==> src/core_types_pkg.sv <==
package core_types_pkg;

	// ----------------------------------------------------------
	// core widths
	// ----------------------------------------------------------

	localparam int PR_COUNT = 64;
	localparam int LOG_PR_COUNT = $clog2(PR_COUNT);

	// bank is the low bits of the register number
	localparam int PRF_BANK_COUNT = 4;
	localparam int LOG_PRF_BANK_COUNT = $clog2(PRF_BANK_COUNT);

	localparam int LOG_ROB_ENTRIES = 6;

	// pipe select sized for up to 4 fast forward pipes
	localparam int LOG_FF_PIPE_WIDTH = 2;

	typedef logic [LOG_PR_COUNT-1:0] pr_t;
	typedef logic [LOG_PR_COUNT-LOG_PRF_BANK_COUNT-1:0] upper_pr_t;
	typedef logic [LOG_PRF_BANK_COUNT-1:0] bank_t;
	typedef logic [LOG_ROB_ENTRIES-1:0] rob_idx_t;
	typedef logic [LOG_FF_PIPE_WIDTH-1:0] ff_pipe_t;
	typedef logic [3:0] bru_op_t;
	typedef logic [7:0] pred_info_t;
	typedef logic [31:0] pc_t;
	typedef logic [19:0] imm20_t;

	// ----------------------------------------------------------
	// enqueue and issue bundles
	// ----------------------------------------------------------

	typedef struct packed {
		logic valid;
		bru_op_t op;
		pred_info_t pred_info;
		logic pred_lru;
		logic is_link_ra;
		logic is_ret_ra;
		pc_t pc;
		pc_t pred_pc;
		imm20_t imm20;
		pr_t a_pr;
		logic a_ready;
		logic a_unneeded;
		pr_t b_pr;
		logic b_ready;
		logic b_unneeded;
		pr_t dest_pr;
		rob_idx_t rob_index;
	} bru_enq_op_t;

	// where the execute pipe picks up an operand
	typedef struct packed {
		logic is_reg;
		logic is_bus_forward;
		logic is_fast_forward;
		ff_pipe_t fast_forward_pipe;
		bank_t bank;
	} operand_src_t;

	typedef struct packed {
		logic valid;
		bru_op_t op;
		pred_info_t pred_info;
		logic pred_lru;
		logic is_link_ra;
		logic is_ret_ra;
		pc_t pc;
		pc_t pred_pc;
		imm20_t imm20;
		operand_src_t a_src;
		operand_src_t b_src;
		pr_t dest_pr;
		rob_idx_t rob_index;
	} bru_issue_op_t;

	typedef struct packed {
		logic valid;
		pr_t pr;
	} prf_req_t;

endpackage

==> src/bru_iq.sv <==
`timescale 1ns/1ps

module bru_iq #(
	parameter int BRU_IQ_ENTRIES = 6,
	parameter int FAST_FORWARD_PIPE_COUNT = 4,
	localparam int IDX_WIDTH = $clog2(BRU_IQ_ENTRIES)
) (
	input logic CLK,
	input logic nRST,

	// enqueue
	input core_types_pkg::bru_enq_op_t iq_enq,
	output logic iq_enq_ready,

	// wakeups
	input logic [core_types_pkg::PRF_BANK_COUNT-1:0] wb_bus_valid_by_bank,
	input core_types_pkg::upper_pr_t [core_types_pkg::PRF_BANK_COUNT-1:0] wb_bus_upper_pr_by_bank,
	input logic [FAST_FORWARD_PIPE_COUNT-1:0] ff_valid_by_pipe,
	input core_types_pkg::pr_t [FAST_FORWARD_PIPE_COUNT-1:0] ff_pr_by_pipe,

	// issue to pipeline
	output core_types_pkg::bru_issue_op_t issue,
	input logic issue_ready,

	// register reads
	output core_types_pkg::prf_req_t prf_req_a,
	output core_types_pkg::prf_req_t prf_req_b
);

	// entry array, index 0 oldest, valid entries packed at the bottom
	core_types_pkg::bru_enq_op_t entry_q [BRU_IQ_ENTRIES];
	core_types_pkg::bru_enq_op_t updated [BRU_IQ_ENTRIES];
	core_types_pkg::bru_enq_op_t shifted [BRU_IQ_ENTRIES];
	core_types_pkg::bru_enq_op_t next_entry [BRU_IQ_ENTRIES];

	logic [BRU_IQ_ENTRIES-1:0] a_available;
	logic [BRU_IQ_ENTRIES-1:0] b_available;
	logic [BRU_IQ_ENTRIES-1:0] a_set_ready;
	logic [BRU_IQ_ENTRIES-1:0] b_set_ready;
	core_types_pkg::operand_src_t a_src [BRU_IQ_ENTRIES];
	core_types_pkg::operand_src_t b_src [BRU_IQ_ENTRIES];

	logic [BRU_IQ_ENTRIES-1:0] req;
	logic [BRU_IQ_ENTRIES-1:0] first_free;
	logic sel_found;
	logic [IDX_WIDTH-1:0] sel_idx;
	logic issue_fire;
	logic enq_accept;
	core_types_pkg::bru_enq_op_t sel_entry;

	// ----------------------------------------------------------
	// per entry wakeup
	// ----------------------------------------------------------

	for (genvar i = 0; i < BRU_IQ_ENTRIES; i++) begin : g_entry
		operand_wakeup #(
			.FAST_FORWARD_PIPE_COUNT(FAST_FORWARD_PIPE_COUNT)
		) a_wakeup (
			.stored_pr(entry_q[i].a_pr),
			.stored_ready(entry_q[i].a_ready),
			.stored_unneeded(entry_q[i].a_unneeded),
			.wb_valid_by_bank(wb_bus_valid_by_bank),
			.wb_upper_pr_by_bank(wb_bus_upper_pr_by_bank),
			.ff_valid_by_pipe(ff_valid_by_pipe),
			.ff_pr_by_pipe(ff_pr_by_pipe),
			.available(a_available[i]),
			.set_ready(a_set_ready[i]),
			.src(a_src[i])
		);

		operand_wakeup #(
			.FAST_FORWARD_PIPE_COUNT(FAST_FORWARD_PIPE_COUNT)
		) b_wakeup (
			.stored_pr(entry_q[i].b_pr),
			.stored_ready(entry_q[i].b_ready),
			.stored_unneeded(entry_q[i].b_unneeded),
			.wb_valid_by_bank(wb_bus_valid_by_bank),
			.wb_upper_pr_by_bank(wb_bus_upper_pr_by_bank),
			.ff_valid_by_pipe(ff_valid_by_pipe),
			.ff_pr_by_pipe(ff_pr_by_pipe),
			.available(b_available[i]),
			.set_ready(b_set_ready[i]),
			.src(b_src[i])
		);

		assign req[i] = entry_q[i].valid & a_available[i] & b_available[i];

		// wakeups land in the stored ready bits whether or not we issue
		always_comb begin
			updated[i] = entry_q[i];
			updated[i].a_ready = entry_q[i].a_ready | a_set_ready[i];
			updated[i].b_ready = entry_q[i].b_ready | b_set_ready[i];
		end
	end

	// ----------------------------------------------------------
	// issue select
	// ----------------------------------------------------------

	oldest_ready_select #(
		.BRU_IQ_ENTRIES(BRU_IQ_ENTRIES)
	) select_inst (
		.req(req),
		.found(sel_found),
		.index(sel_idx)
	);

	assign issue_fire = sel_found & issue_ready;
	assign sel_entry = entry_q[sel_idx];

	always_comb begin
		issue.valid = issue_fire;
		issue.op = sel_entry.op;
		issue.pred_info = sel_entry.pred_info;
		issue.pred_lru = sel_entry.pred_lru;
		issue.is_link_ra = sel_entry.is_link_ra;
		issue.is_ret_ra = sel_entry.is_ret_ra;
		issue.pc = sel_entry.pc;
		issue.pred_pc = sel_entry.pred_pc;
		issue.imm20 = sel_entry.imm20;
		issue.a_src = a_src[sel_idx];
		issue.b_src = b_src[sel_idx];
		issue.dest_pr = sel_entry.dest_pr;
		issue.rob_index = sel_entry.rob_index;
	end

	// read ports only for operands that come from the register file
	assign prf_req_a.valid = issue_fire & issue.a_src.is_reg;
	assign prf_req_a.pr = sel_entry.a_pr;
	assign prf_req_b.valid = issue_fire & issue.b_src.is_reg;
	assign prf_req_b.pr = sel_entry.b_pr;

	// ----------------------------------------------------------
	// compaction and enqueue
	// ----------------------------------------------------------

	// top slot empty means at least one free entry
	assign iq_enq_ready = ~entry_q[BRU_IQ_ENTRIES-1].valid;
	assign enq_accept = iq_enq.valid & iq_enq_ready;

	for (genvar i = 0; i < BRU_IQ_ENTRIES; i++) begin : g_shift
		if (i < BRU_IQ_ENTRIES - 1) begin : g_lower
			assign shifted[i] = (issue_fire && (IDX_WIDTH'(i) >= sel_idx)) ?
				updated[i+1] : updated[i];
		end else begin : g_top
			// any issue frees the top slot
			assign shifted[i] = issue_fire ? core_types_pkg::bru_enq_op_t'('0) : updated[i];
		end

		if (i == 0) begin : g_first
			assign first_free[i] = ~shifted[i].valid;
		end else begin : g_rest
			assign first_free[i] = ~shifted[i].valid & shifted[i-1].valid;
		end

		assign next_entry[i] = (enq_accept && first_free[i]) ? iq_enq : shifted[i];
	end

	always_ff @(posedge CLK, negedge nRST) begin
		if (~nRST) begin
			for (int i = 0; i < BRU_IQ_ENTRIES; i++) begin
				entry_q[i] <= '0;
			end
		end else begin
			for (int i = 0; i < BRU_IQ_ENTRIES; i++) begin
				entry_q[i] <= next_entry[i];
			end
		end
	end

endmodule

==> src/bru_iq_wrapper.sv <==
`timescale 1ns/1ps

module bru_iq_wrapper #(
	parameter int BRU_IQ_ENTRIES = 6,
	parameter int FAST_FORWARD_PIPE_COUNT = 4
) (
	input logic CLK,
	input logic nRST,

	// enqueue
	input core_types_pkg::bru_enq_op_t next_iq_enq,
	output logic last_iq_enq_ready,

	// writeback bus by bank
	input logic [core_types_pkg::PRF_BANK_COUNT-1:0] next_wb_bus_valid_by_bank,
	input core_types_pkg::upper_pr_t [core_types_pkg::PRF_BANK_COUNT-1:0]
		next_wb_bus_upper_pr_by_bank,

	// fast forward notifications by pipe
	input logic [FAST_FORWARD_PIPE_COUNT-1:0] next_ff_valid_by_pipe,
	input core_types_pkg::pr_t [FAST_FORWARD_PIPE_COUNT-1:0] next_ff_pr_by_pipe,

	// issue
	output core_types_pkg::bru_issue_op_t last_issue,
	input logic next_issue_ready,

	// register reads
	output core_types_pkg::prf_req_t last_prf_req_a,
	output core_types_pkg::prf_req_t last_prf_req_b
);

	// ----------------------------------------------------------
	// queue side signals
	// ----------------------------------------------------------

	core_types_pkg::bru_enq_op_t iq_enq;
	logic iq_enq_ready;
	logic [core_types_pkg::PRF_BANK_COUNT-1:0] wb_bus_valid_by_bank;
	core_types_pkg::upper_pr_t [core_types_pkg::PRF_BANK_COUNT-1:0] wb_bus_upper_pr_by_bank;
	logic [FAST_FORWARD_PIPE_COUNT-1:0] ff_valid_by_pipe;
	core_types_pkg::pr_t [FAST_FORWARD_PIPE_COUNT-1:0] ff_pr_by_pipe;
	core_types_pkg::bru_issue_op_t issue;
	logic issue_ready;
	core_types_pkg::prf_req_t prf_req_a;
	core_types_pkg::prf_req_t prf_req_b;

	bru_iq #(
		.BRU_IQ_ENTRIES(BRU_IQ_ENTRIES),
		.FAST_FORWARD_PIPE_COUNT(FAST_FORWARD_PIPE_COUNT)
	) bru_iq_inst (
		.CLK(CLK),
		.nRST(nRST),
		.iq_enq(iq_enq),
		.iq_enq_ready(iq_enq_ready),
		.wb_bus_valid_by_bank(wb_bus_valid_by_bank),
		.wb_bus_upper_pr_by_bank(wb_bus_upper_pr_by_bank),
		.ff_valid_by_pipe(ff_valid_by_pipe),
		.ff_pr_by_pipe(ff_pr_by_pipe),
		.issue(issue),
		.issue_ready(issue_ready),
		.prf_req_a(prf_req_a),
		.prf_req_b(prf_req_b)
	);

	// ----------------------------------------------------------
	// one register stage on every port
	// ----------------------------------------------------------

	always_ff @(posedge CLK, negedge nRST) begin
		if (~nRST) begin
			// inputs
			iq_enq <= '0;
			wb_bus_valid_by_bank <= '0;
			wb_bus_upper_pr_by_bank <= '0;
			ff_valid_by_pipe <= '0;
			ff_pr_by_pipe <= '0;
			issue_ready <= 1'b0;

			// outputs
			last_iq_enq_ready <= 1'b0;
			last_issue <= '0;
			last_prf_req_a <= '0;
			last_prf_req_b <= '0;
		end else begin
			iq_enq <= next_iq_enq;
			wb_bus_valid_by_bank <= next_wb_bus_valid_by_bank;
			wb_bus_upper_pr_by_bank <= next_wb_bus_upper_pr_by_bank;
			ff_valid_by_pipe <= next_ff_valid_by_pipe;
			ff_pr_by_pipe <= next_ff_pr_by_pipe;
			issue_ready <= next_issue_ready;

			// ready lags the queue state by one edge
			last_iq_enq_ready <= iq_enq_ready;
			last_issue <= issue;
			last_prf_req_a <= prf_req_a;
			last_prf_req_b <= prf_req_b;
		end
	end

endmodule

==> src/oldest_ready_select.sv <==
`timescale 1ns/1ps

module oldest_ready_select #(
	parameter int BRU_IQ_ENTRIES = 6,
	localparam int IDX_WIDTH = $clog2(BRU_IQ_ENTRIES)
) (
	input logic [BRU_IQ_ENTRIES-1:0] req,
	output logic found,
	output logic [IDX_WIDTH-1:0] index
);

	// ----------------------------------------------------------
	// priority encode, entry 0 is the oldest
	// ----------------------------------------------------------

	always_comb begin
		found = 1'b0;
		index = '0;
		for (int i = BRU_IQ_ENTRIES - 1; i >= 0; i--) begin
			if (req[i]) begin
				found = 1'b1;
				index = IDX_WIDTH'(i);
			end
		end
	end

endmodule

==> src/operand_wakeup.sv <==
`timescale 1ns/1ps

module operand_wakeup #(
	parameter int FAST_FORWARD_PIPE_COUNT = 4
) (
	input core_types_pkg::pr_t stored_pr,
	input logic stored_ready,
	input logic stored_unneeded,
	input logic [core_types_pkg::PRF_BANK_COUNT-1:0] wb_valid_by_bank,
	input core_types_pkg::upper_pr_t [core_types_pkg::PRF_BANK_COUNT-1:0] wb_upper_pr_by_bank,
	input logic [FAST_FORWARD_PIPE_COUNT-1:0] ff_valid_by_pipe,
	input core_types_pkg::pr_t [FAST_FORWARD_PIPE_COUNT-1:0] ff_pr_by_pipe,
	output logic available,
	output logic set_ready,
	output core_types_pkg::operand_src_t src
);

	core_types_pkg::bank_t bank;
	core_types_pkg::upper_pr_t upper;
	logic waiting;
	logic bus_hit;
	logic [FAST_FORWARD_PIPE_COUNT-1:0] ff_hit;
	logic ff_any;
	core_types_pkg::ff_pipe_t ff_pipe;

	assign bank = stored_pr[core_types_pkg::LOG_PRF_BANK_COUNT-1:0];
	assign upper = stored_pr[core_types_pkg::LOG_PR_COUNT-1:core_types_pkg::LOG_PRF_BANK_COUNT];

	// only the lane of our own bank can carry this register
	assign bus_hit = wb_valid_by_bank[bank] && (wb_upper_pr_by_bank[bank] == upper);

	always_comb begin
		for (int p = 0; p < FAST_FORWARD_PIPE_COUNT; p++) begin
			ff_hit[p] = ff_valid_by_pipe[p] && (ff_pr_by_pipe[p] == stored_pr);
		end
	end

	// walk down so the lowest matching pipe wins
	always_comb begin
		ff_any = 1'b0;
		ff_pipe = '0;
		for (int p = FAST_FORWARD_PIPE_COUNT - 1; p >= 0; p--) begin
			if (ff_hit[p]) begin
				ff_any = 1'b1;
				ff_pipe = core_types_pkg::ff_pipe_t'(p);
			end
		end
	end

	assign waiting = ~stored_ready & ~stored_unneeded;

	assign available = stored_ready | stored_unneeded | bus_hit | ff_any;
	assign set_ready = waiting & (bus_hit | ff_any);

	// one source at most, bus preferred over fast forward
	assign src.is_reg = stored_ready & ~stored_unneeded;
	assign src.is_bus_forward = waiting & bus_hit;
	assign src.is_fast_forward = waiting & ~bus_hit & ff_any;
	assign src.fast_forward_pipe = src.is_fast_forward ? ff_pipe : '0;
	assign src.bank = bank;

endmodule

==> config.mk <==
export PLATFORM = sky130hd
export DESIGN_NAME = bru_iq_wrapper
export DESIGN_NICKNAME = d
export VERILOG_FILES = /design/src/core_types_pkg.sv /design/src/bru_iq.sv /design/src/bru_iq_wrapper.sv /design/src/oldest_ready_select.sv /design/src/operand_wakeup.sv
export SDC_FILE = /design/constraint.sdc
export NUM_CORES = 2
export LEC_CHECK = 0
export ABC_AREA = 1
export BUFFER_PORTS_ARGS = -buffer_cell sky130_fd_sc_hd__buf_2
export CAP_MARGIN = 20
export CORE_ASPECT_RATIO = 0.8
export CORE_UTILIZATION = 30
export DETAILED_ROUTE_END_ITERATION = 12
export PLACE_DENSITY_LB_ADDON = 0.15
export SYNTH_ARGS = -nofsm -noshare
export SYNTH_HDL_FRONTEND = slang
export SYNTH_SLANG_ARGS = --single-unit
==> constraint.sdc <==
create_clock -name CLK -period 5.9 [get_ports CLK]
set_input_delay 0.295 -clock CLK [delete_from_list [all_inputs] [get_ports CLK]]
set_output_delay 0.295 -clock CLK [all_outputs]
set_load 0.005 [all_outputs]
Word level (Yosys, flattened, before mapping)
Cells that the tools add are included.
{"block": "word_totals", "output_inout_bits": 141, "reg_bits": 1086}
{"block": "classes", "n_mux": 189, "n_reduce_logical": 77, "n_eq_ne": 60, "bitwise": 197, "n_lt_le_gt_ge": 18}
{"operator": "two-way mux 128 bit", "count": 12}
{"operator": "binary-select mux 128 bit (select 3 bit)", "count": 1}
{"operator": "== test 6 bit", "count": 48}
{"operator": "two-way mux 127 bit", "count": 2}
{"operator": "two-way mux 2 bit", "count": 60}
{"operator": "binary-select mux 4 bit (select 2 bit)", "count": 12}
{"operator": "AND 1 bit", "count": 93}
{"operator": "logical AND 1 bit", "count": 71}
{"operator": "two-way mux 1 bit", "count": 66}
{"operator": "OR 1 bit", "count": 60}
{"operator": "== test 4 bit", "count": 12}
{"operator": "two-way mux 4 bit", "count": 12}
{"operator": "inverter 1 bit", "count": 43}
{"operator": "binary-select mux 7 bit (select 3 bit)", "count": 2}
{"operator": "< comparator 2 x 3 -> 1 bit (second input constant)", "count": 12}
{"operator": "two-way mux 7 bit", "count": 4}
{"operator": "binary-select mux 1 bit (select 2 bit)", "count": 12}
{"operator": "two-way mux 3 bit", "count": 6}
{"operator": "nonzero test 2 bit", "count": 6}
{"operator": "greater-or-equal comparator 1 x 3 -> 1 bit (first input constant)", "count": 2}
{"operator": "greater-or-equal comparator 2 x 3 -> 1 bit (first input constant)", "count": 2}
{"operator": "greater-or-equal comparator 4 bit (second input constant)", "count": 1}
{"operator": "inverter 3 -> 4 bit", "count": 1}
{"operator": "greater-or-equal comparator 3 bit (first input constant)", "count": 1}

Logic depth before layout (Yosys ltp)
{"block": "logic_depth", "depth_word": 22, "depth_mapped": 28}

By module
From an unflattened synthesis, not the netlist that was laid out.
{"block": "hier_totals", "cells_unflattened": 9642, "area_unflattened_um2": 63794.9}
{"mod": "bru_iq", "cells_per_inst": 6837, "seq_area_each_um2": 19218.4, "instances": 1, "area_per_inst_um2": 45224.6}
{"mod": "operand_wakeup", "cells_per_inst": 206, "seq_area_each_um2": 0.0, "instances": 12, "area_per_inst_um2": 878.3}
{"mod": "bru_iq_wrapper", "cells_per_inst": 318, "seq_area_each_um2": 7957.6, "instances": 1, "area_per_inst_um2": 7957.6}
{"mod": "oldest_ready_select", "cells_per_inst": 15, "seq_area_each_um2": 0.0, "instances": 1, "area_per_inst_um2": 72.6}

Least setup slack after synthesis
No wires, ideal clock.
{"block": "synth_path", "kind": "flip-flop to flip-flop", "start": "reg bru_iq_inst.entry_q[278] (netlist bit)", "end": "reg bru_iq_inst.entry_q[261] (netlist bit)", "required_ns": 5.783, "setup_ns": 0.117, "arrival_ns": 2.673, "slack_ns": 3.110, "stages_incl_launch_ff": 24, "path_buffers": 4, "path_cell_list": "dfrtp_1 -> buf_4 -> inv_2 -> buf_4 -> nand2_1 -> nand3_1 -> nand2_1 -> nand2_1 -> o21ai_1 -> nand3b_1 -> nand3_1 -> nand3_2 -> nand2_4 -> inv_2 -> a21oi_4 -> nand2_2 -> nand2_2 -> nand2_2 -> nand2_1 -> buf_2 -> buf_4 -> nand3_1 -> nand2_1 -> nand2_1"}
{"block": "synth_between", "elab_chain_len": 20}
{"item": "start, declared", "line_no": "bru_iq.sv:31", "rtl": "core_types_pkg::bru_enq_op_t entry_q [BRU_IQ_ENTRIES];"}
{"item": "start signal, assigned by index", "line_no": "bru_iq.sv:166", "rtl": "entry_q[i] <= next_entry[i];"}
{"item": "== test 6 bit", "line_no": "operand_wakeup.sv:34", "rtl": "ff_hit[p] = ff_valid_by_pipe[p] && (ff_pr_by_pipe[p] == stored_pr);"}
{"item": "logical AND 1 bit", "line_no": "operand_wakeup.sv:34"}
{"item": "two-way mux 1 bit (4 in a row)", "line_no": "operand_wakeup.sv:43", "rtl": "if (ff_hit[p]) begin"}
{"item": "OR 1 bit *", "line_no": "operand_wakeup.sv:52", "rtl": "assign available = stored_ready | stored_unneeded | bus_hit | ff_any;"}
{"item": "AND 1 bit * (2 in a row)", "line_no": "bru_iq.sv:86", "rtl": "assign req[i] = entry_q[i].valid & a_available[i] & b_available[i];"}
{"item": "two-way mux 3 bit or two-way mux 1 bit (tied branches) (4 in a row)", "line_no": "oldest_ready_select.sv:20", "rtl": "if (req[i]) begin"}
{"item": "greater-or-equal comparator 2 x 3 -> 1 bit or AND 1 bit (tied branches)", "line_no": "bru_iq.sv:143, bru_iq.sv:108"}
{"item": "logical AND 1 bit", "line_no": "bru_iq.sv:143", "rtl": "assign shifted[i] = (issue_fire && (IDX_WIDTH'(i) >= sel_idx)) ?"}
{"item": "two-way mux 128 bit", "line_no": "bru_iq.sv:143"}
{"item": "inverter 1 bit", "line_no": "bru_iq.sv:153", "rtl": "assign first_free[i] = ~shifted[i].valid & shifted[i-1].valid;"}
{"item": "AND 1 bit", "line_no": "bru_iq.sv:153"}
{"item": "logical AND 1 bit", "line_no": "bru_iq.sv:156", "rtl": "assign next_entry[i] = (enq_accept && first_free[i]) ? iq_enq : shifted[i];"}
{"item": "two-way mux 128 bit or nonzero test 2 bit (tied branches)"}
Every way passes the cells marked *; elsewhere a longest branch is shown, timed or not. The select of a mux whose other input is x is not followed.
A chain may end at the register's enable or synchronous reset.

Worst setup path after layout
{"block": "layout_path", "start": "reg ff_pr_by_pipe[3] (netlist bit)", "end": "reg bru_iq_inst.entry_q[566] (netlist bit)"}
{"block": "layout_between", "elab_chain_len": 19}
{"item": "start, declared", "line_no": "bru_iq_wrapper.sv:41", "rtl": "core_types_pkg::pr_t [FAST_FORWARD_PIPE_COUNT-1:0] ff_pr_by_pipe;"}
{"item": "start signal, assigned", "line_no": "bru_iq_wrapper.sv:89", "rtl": "ff_pr_by_pipe <= next_ff_pr_by_pipe;"}
{"item": "== test 6 bit", "line_no": "operand_wakeup.sv:34"}
{"item": "logical AND 1 bit", "line_no": "operand_wakeup.sv:34"}
{"item": "two-way mux 1 bit", "line_no": "operand_wakeup.sv:43"}
{"item": "OR 1 bit", "line_no": "operand_wakeup.sv:52"}
{"item": "AND 1 bit (2 in a row)", "line_no": "bru_iq.sv:86"}
{"item": "two-way mux 3 bit or two-way mux 1 bit (tied branches) (6 in a row)", "line_no": "oldest_ready_select.sv:20"}
{"item": "greater-or-equal comparator 1 x 3 -> 1 bit or AND 1 bit (tied branches)", "line_no": "bru_iq.sv:143, bru_iq.sv:108"}
{"item": "logical AND 1 bit", "line_no": "bru_iq.sv:143"}
{"item": "two-way mux 128 bit", "line_no": "bru_iq.sv:143"}
{"item": "inverter 1 bit", "line_no": "bru_iq.sv:153"}
{"item": "AND 1 bit", "line_no": "bru_iq.sv:153"}
{"item": "logical AND 1 bit", "line_no": "bru_iq.sv:156"}
{"item": "two-way mux 128 bit or nonzero test 2 bit (tied branches)"}
Several ways; a longest one is shown, not always the timed one. The select of a mux whose other input is x is not followed.

==> results.cfg <==
[synthesis]
synth_largest_area_cell = dfrtp_1
async_reset_ff_share_pct = 100
ys_top_cells_by_area = dfrtp_1, nand2_1, nand3_1
synth-simple-area-share_pct = 37.4
syn_area_sq_mm = 0.0605
ys_ff_latch = 1082
synth-xor-area-share_pct = 0.594
synth_cell_types = 45
yosysSeqAreaShare_pct = 44.8
synth_compound_area_share_pct = 9.06
synth_ff_type = dfrtp_1
syn-num-nets = 8650
syn_inst = 8471
synthMuxAreaShare_pct = 0
yosys_warnings = 0
avgSynthCellArea_sq_um = 7.14
synth-edff-count = 0
synth_adder_area_share_pct = 0
synth_top_area_share_pct = 44.8
synth_top_family_by_area = simple AND/OR/NAND/NOR gates

[final_layout]
layout_commonest_cell = nand2_1
nets = 8760
layout-drive-gt1-share_pct = 9.46
mostFrequentLayoutCells = nand2_1, nand3_1, dfrtp_1, nor2_1, inv_1
multi_input_area_sq_mm = 0.0286
regArea_sq_mm = 0.0271
syn_to_final_growth_pct = 17.0
fillCellCount = 21100

[clock_tree]
clk_pin_slew_ps = 60
htree_num_levels = 3
tritoncts = done
cts.sinks = 1082
hold_buffers = 178
clock_latency_ps = 780
cts_root_buf = clkbuf_16
postCtsSetupRepairBufs = 0
cts.path.max_buffers = 3
cts_buffers = 120
cts_resized = 0

[placed_design]
io_buffers = 319
place_congestion = 1.03
hpwl_mm = 175

[sta]
clock_skew_ps = 45.3
grt_setup_unrepaired = no
relSlewSlack_pct = 28.2
period_needed_ps = 5310
hold_viol = 0
tightestPinTransition_ps = 1080
clock.fmax_mhz = 188
setup_viol = 0
period_share_pct = 90.0
fin_tns_setup_ps = 0
maxSlewViolCount = 0

[detailed_routing]
drtIter0Drc = 7473
dr_total_vias = 62400
wl_per_cell_um = 26.3
vias_per_cell = 5.49
drc = 0
firstDrtPassIters = 8
routed_wl_mm = 298
drtAntennaViolNets = 0

[global_route]
grt-ovfl-total = 0
antenna_found_initial = 9
grt_use_total_pct = 28.7
grt_pass1_wl_mm = 434
grt_start_max_net_pins = 171
first_global_vias = 59200

[worst_setup_path]
crit_required_ps = 6610
crit_top_cell = nand2_1
cp_num_buf_inv = 3
critPathSlowestCell = buf_4
cp_top_family = buffers and inverters
slowest_delay_ps = 870
crit_chain = inv_1 -> nand2_1 -> nand2_1 -> nor3_1 -> nand3_1 -> nand2_1 -> nor2_1 -> nand3_1 -> nand3_2 -> a21oi_4 -> buf_4 -> buf_4 -> nand2_1 -> nand2_1 -> nand2_1 -> nand2_1
crit_path_start_kind = flop
crit_fanout = 57
path_class = reg2reg
cp.arrival_ps = 6020
crit_path_end_kind = flop

[hold_path]
hold_path_class = in2async

[floorplan]
start_util_pct = 30.4
die_h_um = 404
die_x_um = 504
rows = 146
ioPinCount = 320
fp.dieArea_sq_mm = 0.203
core-area_sq_mm = 0.199

[flow_run]
maxCapViolCount = 0

[outcome]
status = finished clean
[path summary, 6_finish.rpt]
| path | from | to | slack (ps) | cells after the start |
|---|---|---|---|---|
| min reg2reg | iq_enq[8]$_DFF_PN0_ | bru_iq_inst.entry_q[648]$_DFFE_PN0P_ | 490 | 2 |
| min in group CLK | next_iq_enq[79] | iq_enq[79]$_DFF_PN0_ | 150 | 2 |
| max reg2reg | ff_pr_by_pipe[3]$_DFF_PN0_ | bru_iq_inst.entry_q[566]$_DFFE_PN0P_ | 590 | 16 |
| max in group asynchronous | nRST | bru_iq_inst.entry_q[69]$_DFFE_PN0P_ | 4240 | 3 |
| min | nRST | last_prf_req_b[0]$_DFF_PN0_ | 150 | 2 |
| max | ff_pr_by_pipe[3]$_DFF_PN0_ | bru_iq_inst.entry_q[566]$_DFFE_PN0P_ | 590 | 16 |
[state kept, by name, summed over array words and instances (netlist names)]
register,cells
bru_iq_inst.entry_q,768
iq_enq,128
last_issue,122
ff_pr_by_pipe,24
wb_bus_upper_pr_by_bank,16
last_prf_req_a,7
last_prf_req_b,7
ff_valid_by_pipe,4
wb_bus_valid_by_bank,4
issue_ready,1
last_iq_enq_ready,1
[worst reg2reg max path, cell delays in order (launching register included)]
cell and delay [ps]:
dfrtp_1 860, inv_1 510, nand2_1 160, nand2_1 60, nor3_1 320, nand3_1 320
nand2_1 170, nor2_1 140, nand3_1 190, nand3_2 250, a21oi_4 380, buf_4 870
buf_4 660, nand2_1 130, nand2_1 90, nand2_1 70, nand2_1 50
[logic make-up (layout without fill, tap and decap cells)]
kind of cell	count (synthesis)	after routing
AO/OA/AOI/OAI	914	914
XOR/XNOR	41	41
other	0	1
buffers and inverters	1121	1335
flip-flops	1082	1082
AND/OR/NAND/NOR	5313	5313
[stage by stage]
stage               setup WS (ps)  utilization [%]  std cells  area (sq um)  hold slack (ps)
floorplan                    3110                -       8471         60500           -0.591
global placement              722             32.5      10900         64700              403
detailed placement            767             32.5      10900         64700              389
CTS                           748             35.5      11300         70700             91.1
global route                  405             35.5      11300         70700              121
finish                        591             35.5      11400         70700              154
[synthesized netlist by cell type (all sizes together) (2+ instances only)]
cell / instances
nand2: 3124
nand3: 1376
dfrtp: 1082
nor2: 488
buf: 434
inv: 393
o21ai: 383
clkbuf: 291
nand4: 277
o211ai: 249
o22ai: 182
a21oi: 92
xor2: 32
nor3: 31
nand3b: 10
xnor2: 9
clkinv: 3
a22oi: 2
nor3b: 2
o31ai: 2
or2: 2
[final cells by class]
class / count / share of cell area, %
antenna: 1 / 0.00354
clock buffer: 185 / 5.15
clock inverter: 41 / 0.839
inverter: 396 / 2.18
multi-input combinational: 6268 / 40.4
sequential: 1082 / 38.3
tap: 2664 / 4.71
timing repair buffer: 713 / 8.39
[metal layers]
layer | track usage [%] | vias to the layer above | share of wire, %
li1 | - | 28200 | -
met1 | 42.0 | 30700 | 46
met2 | 41.8 | 3103 | 42
met3 | 5.92 | 445 | 9.1
met4 | 9.38 | 0 | 3.2
met5 | 0 | - | 0
Power is not shown: default switching activity piles up to over one toggle a cycle in this logic, so the estimate is an artifact.
